## src/logic/spi_pkg.sv

```systemverilog
`default_nettype none

package spi_pkg;

  localparam logic [31:0] CLK_FREQ  = 32'd50_000_000;  // System clock in Hz
  localparam logic [31:0] SPI_SPEED = 32'd8_000_000;   // Target serial clock in Hz

  // System clocks per half sclk period, rounded down and never below one
  localparam logic [31:0] SCLK_HALF_RAW = CLK_FREQ / (32'd2 * SPI_SPEED);
  localparam logic [31:0] SCLK_HALF_DIV = (SCLK_HALF_RAW < 32'd1) ? 32'd1 : SCLK_HALF_RAW;

  localparam int unsigned SCLK_CNT_W = $clog2(SCLK_HALF_DIV + 32'd1);  // Half-period counter
  localparam logic [SCLK_CNT_W-1:0] SCLK_RELOAD = SCLK_CNT_W'(SCLK_HALF_DIV - 32'd1);

  localparam int unsigned SPI_BITS   = 8;             // Bits per transfer
  localparam int unsigned XFER_EDGES = 2 * SPI_BITS;  // Lead plus trail per bit
  localparam int unsigned EDGE_CNT_W = $clog2(XFER_EDGES);

  // Configuration byte layout
  localparam int unsigned CONF_CPHA_BIT = 0;
  localparam int unsigned CONF_CPOL_BIT = 1;

  typedef enum logic [0:0] {
    REG_DATA = 1'b0,  // Byte out on write, byte in on read
    REG_CTRL = 1'b1   // Selects, conf, indicators and status
  } reg_addr_e;

  typedef enum logic [1:0] {
    ST_IDLE     = 2'b00,
    ST_BUSY     = 2'b01,
    ST_COMPLETE = 2'b10,  // Received byte waiting for the host
    ST_RELEASE  = 2'b11   // Byte read, waiting for an idle bus cycle
  } spi_state_e;

endpackage

`default_nettype wire

```

## src/logic/spi_sclk_gen.sv

```systemverilog
`timescale 1ns/1ps
`default_nettype none

module spi_sclk_gen (
  input  logic clk,
  input  logic rst_n,
  input  logic run,
  output logic lead,
  output logic trail
);

  import spi_pkg::*;

  logic [SCLK_CNT_W-1:0] half_cnt;
  logic                  phase;     // Low before a leading edge, high before a trailing one
  logic                  boundary;

  // Half period ends when the down counter reaches zero
  assign boundary = run && (half_cnt == '0);

  assign lead  = boundary && !phase;
  assign trail = boundary && phase;

  always_ff @(posedge clk or negedge rst_n) begin
    if (!rst_n) begin
      half_cnt <= SCLK_RELOAD;
      phase    <= 1'b0;
    end else if (!run) begin
      half_cnt <= SCLK_RELOAD;  // Same alignment at every transfer start
      phase    <= 1'b0;
    end else if (boundary) begin
      half_cnt <= SCLK_RELOAD;
      phase    <= ~phase;
    end else begin
      half_cnt <= half_cnt - 1'b1;
    end
  end

endmodule

`default_nettype wire

```

## src/logic/spi_xcvr.sv

```systemverilog
`timescale 1ns/1ps
`default_nettype none

module spi_xcvr (
  input  logic       clk,
  input  logic       rst_n,
  input  logic [7:0] conf,
  input  logic       start,
  input  logic [7:0] tx_byte,
  output logic [7:0] rx_byte,
  output logic       done,
  input  logic       miso,
  output logic       mosi,
  output logic       sclk
);

  import spi_pkg::*;

  logic                  run;
  logic                  lead;
  logic                  trail;
  logic                  cpha;
  logic                  cpol;
  logic                  edge_stb;
  logic                  shift_stb;
  logic                  sample_stb;
  logic                  last_edge;
  logic                  load;
  logic                  finish;
  logic [EDGE_CNT_W-1:0] edge_cnt;
  logic [7:0]            tx_sr;
  logic [7:0]            rx_sr;
  logic                  sclk_q;
  logic                  mosi_q;

  assign cpha = conf[CONF_CPHA_BIT];
  assign cpol = conf[CONF_CPOL_BIT];

  assign edge_stb   = lead | trail;
  assign shift_stb  = cpha ? lead : trail;   // Phase 1 drives data on the leading edge
  assign sample_stb = cpha ? trail : lead;
  assign last_edge  = (edge_cnt == EDGE_CNT_W'(XFER_EDGES - 1));
  assign load       = start && !run;

  spi_sclk_gen u_sclk_gen (
    .clk   (clk),
    .rst_n (rst_n),
    .run   (run),
    .lead  (lead),
    .trail (trail)
  );

  // Transfer sequencing
  always_ff @(posedge clk or negedge rst_n) begin
    if (!rst_n) begin
      run      <= 1'b0;
      edge_cnt <= '0;
      finish   <= 1'b0;
      done     <= 1'b0;
    end else begin
      done   <= finish;  // One cycle after the last trailing edge
      finish <= 1'b0;
      if (load) begin
        run      <= 1'b1;
        edge_cnt <= '0;
      end else if (run && edge_stb) begin
        edge_cnt <= edge_cnt + 1'b1;
        if (last_edge) begin
          run    <= 1'b0;
          finish <= 1'b1;
        end
      end
    end
  end

  // Shift registers and pins
  always_ff @(posedge clk or negedge rst_n) begin
    if (!rst_n) begin
      tx_sr  <= 8'h00;
      rx_sr  <= 8'h00;
      sclk_q <= 1'b0;
      mosi_q <= 1'b0;
    end else if (load) begin
      sclk_q <= cpol;
      if (cpha) begin
        tx_sr <= tx_byte;
      end else begin
        tx_sr  <= {tx_byte[6:0], 1'b0};
        mosi_q <= tx_byte[7];  // MSB must be valid before the first leading edge
      end
    end else if (run) begin
      if (edge_stb)
        sclk_q <= ~sclk_q;
      if (shift_stb) begin
        mosi_q <= tx_sr[7];
        tx_sr  <= {tx_sr[6:0], 1'b0};
      end
      if (sample_stb)
        rx_sr <= {rx_sr[6:0], miso};
    end else begin
      sclk_q <= cpol;  // Idle level follows polarity
      mosi_q <= 1'b0;
    end
  end

  assign sclk    = sclk_q;
  assign mosi    = mosi_q;
  assign rx_byte = rx_sr;

endmodule

`default_nettype wire

```

## src/logic/spi_master.sv

```systemverilog
`timescale 1ns/1ps
`default_nettype none

module spi_master (
  input  logic        clk,
  input  logic        rst_n,
  input  logic        read,
  input  logic        write,
  input  logic        address,
  input  logic [3:0]  be,
  input  logic [31:0] data_in,
  output logic [31:0] data_out,
  input  logic        wp_n,
  output logic [7:0]  selects,
  output logic [1:0]  itd,
  output logic [7:0]  conf,
  output logic        start,
  output logic [7:0]  tx_byte,
  input  logic [7:0]  rx_byte,
  input  logic        done
);

  import spi_pkg::*;

  spi_state_e state;
  spi_state_e state_next;
  reg_addr_e  addr;
  logic       bus_wr;
  logic       bus_rd;
  logic       bus_idle;
  logic       data_wr;
  logic       data_rd;
  logic       ctrl_wr;
  logic [7:0] rx_q;

  assign addr     = reg_addr_e'(address);
  assign bus_wr   = write && !read;
  assign bus_rd   = read && !write;
  assign bus_idle = !read && !write;

  // Only a byte-enabled data write in idle launches a transfer
  assign data_wr = bus_wr && (addr == REG_DATA) && be[0] && (state == ST_IDLE);
  assign data_rd = bus_rd && (addr == REG_DATA);
  assign ctrl_wr = bus_wr && (addr == REG_CTRL);

  always_comb begin
    state_next = state;
    case (state)
      ST_IDLE: begin
        if (data_wr)
          state_next = ST_BUSY;
      end
      ST_BUSY: begin
        if (done)
          state_next = ST_COMPLETE;
      end
      ST_COMPLETE: begin
        if (data_rd)
          state_next = ST_RELEASE;
      end
      ST_RELEASE: begin
        if (bus_idle)
          state_next = ST_IDLE;  // Ready drops only after the read strobe ends
      end
      default: state_next = ST_IDLE;
    endcase
  end

  // Transfer state, request and byte registers
  always_ff @(posedge clk or negedge rst_n) begin
    if (!rst_n) begin
      state   <= ST_IDLE;
      start   <= 1'b0;
      tx_byte <= 8'h00;
      rx_q    <= 8'h00;
    end else begin
      state <= state_next;
      start <= data_wr;  // Pulse lines up with the stored byte
      if (data_wr)
        tx_byte <= data_in[7:0];
      if (done && (state == ST_BUSY))
        rx_q <= rx_byte;
    end
  end

  // Control register fields, each under its own byte enable
  always_ff @(posedge clk or negedge rst_n) begin
    if (!rst_n) begin
      selects <= 8'hff;  // All slaves deselected
      conf    <= 8'h00;
      itd     <= 2'b00;
    end else if (ctrl_wr) begin
      if (be[3])
        selects <= data_in[31:24];
      if (be[2])
        conf <= data_in[23:16];
      if (be[1])
        itd <= data_in[9:8];
    end
  end

  // Read mux
  always_comb begin
    data_out = 32'h0000_0000;
    if (bus_rd) begin
      case (addr)
        REG_DATA: data_out = {24'h00_0000, rx_q};
        REG_CTRL: data_out = {selects, conf, 6'b000000, itd, 5'b00000, ~wp_n,
                              (state != ST_BUSY), (state == ST_COMPLETE)};
        default:  data_out = 32'h0000_0000;
      endcase
    end
  end

endmodule

`default_nettype wire

```

## src/logic/spi_periph_top.sv

```systemverilog
`timescale 1ns/1ps
`default_nettype none

module spi_periph_top (
  input  logic        clk,
  input  logic        rst_n,
  input  logic        read,
  input  logic        write,
  input  logic        address,
  input  logic [3:0]  be,
  input  logic [31:0] data_in,
  output logic [31:0] data_out,
  input  logic        miso,
  output logic        mosi,
  output logic        sclk,
  output logic [7:0]  selects,
  input  logic        wp_n,
  output logic [1:0]  itd
);

  logic [7:0] conf;
  logic       xfer_start;
  logic [7:0] xfer_byte;
  logic [7:0] rx_byte;
  logic       xfer_done;

  spi_master u_regs (
    .clk      (clk),
    .rst_n    (rst_n),
    .read     (read),
    .write    (write),
    .address  (address),
    .be       (be),
    .data_in  (data_in),
    .data_out (data_out),
    .wp_n     (wp_n),
    .selects  (selects),
    .itd      (itd),
    .conf     (conf),
    .start    (xfer_start),
    .tx_byte  (xfer_byte),
    .rx_byte  (rx_byte),
    .done     (xfer_done)
  );

  spi_xcvr u_xcvr (
    .clk     (clk),
    .rst_n   (rst_n),
    .conf    (conf),
    .start   (xfer_start),
    .tx_byte (xfer_byte),
    .rx_byte (rx_byte),
    .done    (xfer_done),
    .miso    (miso),
    .mosi    (mosi),
    .sclk    (sclk)
  );

endmodule

`default_nettype wire

```

## config.mk

```make
export PLATFORM = sky130hd
export DESIGN_NAME = spi_periph_top
export DESIGN_NICKNAME = d
export VERILOG_FILES = /design/src/logic/spi_pkg.sv /design/src/logic/spi_sclk_gen.sv /design/src/logic/spi_xcvr.sv /design/src/logic/spi_master.sv /design/src/logic/spi_periph_top.sv
export SDC_FILE = /design/constraint.sdc
export NUM_CORES = 1
export LEC_CHECK = 0
export BUFFER_PORTS_ARGS = -buffer_cell sky130_fd_sc_hd__buf_4
export CORE_UTILIZATION = 35
export DETAILED_ROUTE_END_ITERATION = 16
export PLACE_DENSITY = 0.63
export REMOVE_ABC_BUFFERS = 1
export SLEW_MARGIN = 0
export SYNTH_ARGS = -nofsm -noshare
export SYNTH_HDL_FRONTEND = slang
export SYNTH_HIERARCHICAL = 1
export SYNTH_SLANG_ARGS = --single-unit
```

## constraint.sdc

```tcl
create_clock -name clk -period 2.2 [get_ports clk]
set_input_delay 0.22 -clock clk [delete_from_list [all_inputs] [get_ports clk]]
set_output_delay 0.22 -clock clk [all_outputs]
set_load 0.005 [all_outputs]
```

Word level (Yosys, flattened, before mapping):

Index checks and enable logic that the tools add are counted.

* bits of input ports: 43
* output and inout bits: 44
* bits in registers: 65
* word-level logic and storage cells: 102

* equal/unequal tests: 13
* mux-type cells: 32
* reductions and logical operators: 32
* add/sub/neg operators: 2
* bitwise operators: 6

Operator list (count)
* $pmux W32 S2: 1
* $mux W32: 1
* $mux W8: 4
* $mux W1: 17
* $logic_and A1 B1 Y1: 14
* $mux W2: 6
* $reduce_and A2 Y1: 6
* $ne A2 B1 Y1 const B: 5
* $mux W4: 2
* $pmux W2 S4: 1
* $reduce_bool A2 Y1: 4
* $ne A3 B3 Y1 const B: 2
* $not A1 Y1: 5
* $add A4 B1 Y4 const B: 1
* $eq A2 B2 Y1 const B: 2
* $eq A4 B4 Y1 const B: 1
* $logic_not A1 Y1: 4
* $logic_not A2 Y1: 2
* $ne A2 B2 Y1 const B: 2
* $reduce_and A4 Y1: 1
* $reduce_and A3 Y1: 1
* $eq A2 B1 Y1 const B: 1
* $sub A2 B1 Y2 const B: 1
* $or A1 B1 Y1: 1

Longest topological paths before layout:

* depth after elaboration: 7
* gate-level depth with buffers: 7
* gate-level depth less buffers: 7

By module:

The synthesis kept the hierarchy.

By module, submodules not included
* spi_master: instances 1, cells each 142, area an instance 1798.0 um2
* spi_xcvr: instances 1, cells each 101, area an instance 1233.7 um2
* spi_sclk_gen: instances 1, cells each 13, area an instance 141.4 um2

Least setup slack after synthesis:

OpenSTA, ideal clock, no wires.

* kind: reg-to-reg
* start: register u_xcvr.u_sclk_gen.half_cnt[1]
* end: register u_xcvr.tx_sr[1]
* stages on the path, launching flop included: 7
* data required time: 2077 ps
* arrival: 1663 ps
* clock period less this slack: 1786 ps
* setup slack: 414 ps
* path through: dfstp_2 inv_1 ha_1 and3_2 mux2i_2 a21oi_2 o221a_1

* longest elaborated chain between the ends: 6
* elaborated cells between the ends (all ways): 7
* classes of those cells: 1 x mux; 6 x reduce/logical

RTL lines
* from (decl): line spi_sclk_gen.sv:14 `logic [SCLK_CNT_W-1:0] half_cnt;`
* from (signal assigned): line spi_sclk_gen.sv:35 `half_cnt <= half_cnt - 1'b1;`
* $logic_not A2 Y1: line spi_sclk_gen.sv:19 `assign boundary = run && (half_cnt == '0);`
* $logic_and A1 B1 Y1: line spi_sclk_gen.sv:19
* $logic_and A1 B1 Y1: line spi_sclk_gen.sv:22 `assign trail = boundary && phase;`
* named net u_xcvr.trail: line spi_xcvr.sv:21 `logic trail;`
* $mux W1: line spi_xcvr.sv:40 `assign shift_stb = cpha ? lead : trail;`
* $reduce_bool A2 Y1 (no line)
* $reduce_and A2 Y1 (no line)
* to (signal assigned): line spi_xcvr.sv:86 `tx_sr <= tx_byte;`
* to (signal assigned): line spi_xcvr.sv:88 `tx_sr <= {tx_byte[6:0], 1'b0};`
* to (signal assigned): line spi_xcvr.sv:96 `tx_sr <= {tx_sr[6:0], 1'b0};`
* to (decl): line spi_xcvr.sv:31 `logic [7:0] tx_sr;`

The timed path passes the listed nets, and every way through them passes these cells.
A chain may end at the register's enable or synchronous reset.

Worst setup path in the final report:

* start: register u_xcvr.u_sclk_gen.half_cnt[1]
* end: register u_xcvr.tx_sr[2]

Same word-level chain as after synthesis.

==> results_dict.tcl <==
set metrics [dict create \
    antenna_found_initial 0 \
    cts_tree "yes" \
    worstRegToRegCells 6 \
    syn2layout_area_growth_pct 27.33 \
    fin_worst_skew_ns 0.009488 \
    maxCapViolCount 0 \
    start_util 0.3621 \
    synth_edf_count 0 \
    peakVddDrop_v 0.0005989 \
    async_reset_ff_frac 1.000 \
    netlist_area_mm2 0.003173 \
    period_share 0.8796 \
    first_global_vias 2158 \
    numPortBuffers 74 \
    synth.distinct_cells 44 \
    fmaxAchievable_ghz 0.5168 \
    timing.final.ws_setup_ns 0.2649 \
    drv_slew 0 \
    hold_path_depth 2 \
    power.density_mw_per_mm2 970.2 \
    drt-total-wl_mm 5.898 \
    power.total_mw 3.920 \
    grt_use_total 0.1343 \
    grt_max_degree 66 \
    syn_inst 256 \
    coreArea_mm2 0.008763 \
    overflow 0 \
    hold_viol 0 \
    dp_hpwl_mm 4.230 \
    h-tree-depth 3 \
    cp_max_fo 7 \
    dieHeight_um 97.22 \
    drt_iter0_markers 88 \
    pre_cts_ws_ns 0.2833 \
    postRouteAntennaNets 0 \
    insertion_delay_ns 0.34 \
    ys_warn_count 6 \
    gp_congestion 0.6750 \
    worst_slew_pin_slew_ns 0.8145 \
    avgSynthCellArea_um2 12.39 \
    p_leak_nw 1.952 \
    worstPathRequired_ns 2.43 \
    placementRows 34 \
    hold_path_class "input pin to register" \
    io_pins 87 \
    layout_min_cycle_time_ns 1.935 \
    rr_endpoint "u_xcvr/tx_sr[2]$_DFFE_PN0P_" \
    synth_top_flop_cell "dfrtp_1" \
    crit_path_start "u_xcvr/u_sclk_gen/half_cnt[1]$_DFF_PN1_" \
    diodes 0 \
    drc 0 \
    worstSetupPathType "register to register" \
    cts_resized 0 \
    final_core_util 0.4610 \
    cts-buffers-inserted 9 \
    post_drt_via_cell_ratio 4.708 \
    crit_arrival_ns 2.16 \
    grt_setup_unrepaired "no" \
    yosysSeqAreaShare 0.5162 \
    start_kind "register" \
    ys_ff_latch 65 \
    cts.path.max_buffers 2 \
    drive_above_1_share 0.4651 \
    fp.dieW_um 97.22 \
    cts_root_buffer "clkbuf_8" \
    setup.worst_path.end "u_xcvr/tx_sr[2]$_DFFE_PN0P_" \
    fin_nets 389 \
    clkSlewWorstSetupHoldPaths_ns 0.08 \
    setup_viol 0 \
    wire_per_inst_um 13.05 \
    end_kind "register" \
    reg2reg_from "u_xcvr/u_sclk_gen/half_cnt[1]$_DFF_PN1_" \
    clock-sinks 65 \
    reg2reg_setup_slack_ns 0.26 \
    relSlewSlack 0.4570 \
    drt_pass1_iterations 4 \
    vias 2128 \
    status "finished clean" \
    grt_pass1_wl_mm 10.17 \
    fin_tns_setup_ns 0 \
    dieArea_mm2 0.009451 \
]
[stage by stage]
stage | hold WS, ns | std cells | instance area, um2
6_report | 0.1010 | 452 | 4040
5_1_grt | 0.07769 | 452 | 4040
4_1_cts | 0.08384 | 452 | 4040
3_5_place_dp | 0.3379 | 435 | 3829
3_3_place_gp | 0.3376 | 435 | 3829
2_1_floorplan | -0.07559 | 248 | 3100
[cell families (layout without fill, tap and decap cells)]
kind of cell,Yosys count,in the layout,synth area share
xor+xnor,2,2,0.005522
flops,65,65,0.5162
other cells,1,6,0.001182
compound gates,32,32,0.07926
simple gates,73,73,0.1333
fa+ha+maj,7,7,0.02760
buf+inv,23,106,0.04061
mux,53,53,0.1964
[layout make-up]
cell class | count | area (um2)
repair buffers | 80 | 603.1
well taps | 108 | 135.1
fillers | 816 | 4723
inverters | 10 | 37.54
multi-input cells | 173 | 1425
clock buffers | 9 | 123.9
clock inverters | 7 | 77.57
flip-flops and latches | 65 | 1638
[worst min path at each step]
stage | from | end | slack (ns)
after floorplan | rst_n | u_regs/conf[0]$_DFFE_PN0P_ | -0.08
after global placement | u_xcvr/finish$_DFF_PN0_ | u_xcvr/done$_DFF_PN0_ | 0.34
after detailed placement | u_xcvr/finish$_DFF_PN0_ | u_xcvr/done$_DFF_PN0_ | 0.34
after CTS | miso | u_xcvr/rx_byte[0]$_DFFE_PN0P_ | 0.08
after global routing | miso | u_xcvr/rx_byte[0]$_DFFE_PN0P_ | 0.08
final | miso | u_xcvr/rx_byte[0]$_DFFE_PN0P_ | 0.10
[critical path: stages, from the launching register on]
cell,delay (ns)
dfstp_2,0.52
inv_1,0.04
ha_1,0.23
and3_2,0.23
mux2i_2,0.38
a21oi_2,0.16
o221a_1,0.26
[layer usage]
metal	wire, um	global-route usage	share of wire
met1	2714	0.1694	0.46
met2	2738	0.2161	0.46
met3	361	0.04460	0.061
met4	85	0.04638	0.014
met5	0	0	0
[registers in the layout, indices dropped and copies added, names as in the netlist]
signal	count
u_regs/conf	8
u_regs/itd	2
u_regs/rx_q	8
u_regs/selects	8
u_regs/start	1
u_regs/state	2
u_regs/tx_byte	8
u_xcvr/done	1
u_xcvr/edge_cnt	4
u_xcvr/finish	1
u_xcvr/mosi	1
u_xcvr/run	1
u_xcvr/rx_byte	8
u_xcvr/sclk	1
u_xcvr/tx_sr	8
u_xcvr/u_sclk_gen/half_cnt	2
u_xcvr/u_sclk_gen/phase	1
[report_power, final]
part           total (mW)  switching (mW)  internal, mW  leakage, nW
combinational        1.14           0.522         0.622         1.04
sequential           1.74           0.227          1.51        0.809
clock                1.03           0.500         0.535        0.101
total                3.92            1.25          2.67         1.95
[repair_timing]
action,4_1_cts,5_1_grt
hold endpoints to repair,17,0
setup buffers,0,0
hold buffers,1,0
[layout by cell type (no fill, tap or decap), drive strengths merged, types with 9 or more instances in the layout]
cell type	instances
mux2	44
buf	79
inv	13
mux2i	9
nand2	20
and2	24
dfrtp	56
clkbuf	9
dfstp	9
nor2	9
[cells in the mapped netlist (2+ instances only)]
master	instances	share of area
mux2_4	9	0.043
nand3_1	7	0.011
nor3b_1	2	0.0047
ha_1	7	0.028
nand3b_1	2	0.0047
and2_1	24	0.047
o211ai_1	7	0.017
mux2_2	35	0.12
nand2_1	16	0.019
mux2i_1	8	0.025
clkbuf_1	3	0.0035
nand2_2	2	0.0039
buf_2	2	0.0032
a211o_1	3	0.0083
nor2_1	9	0.011
dfstp_2	9	0.075
inv_1	10	0.012
nand2b_1	3	0.0059
o22ai_1	2	0.0039
buf_4	6	0.014
and3b_2	2	0.0063
dfrtp_1	56	0.44
o31ai_1	2	0.0047
o21ai_0	7	0.011
o221a_1	4	0.014
Power figures use the tool's default switching activity.
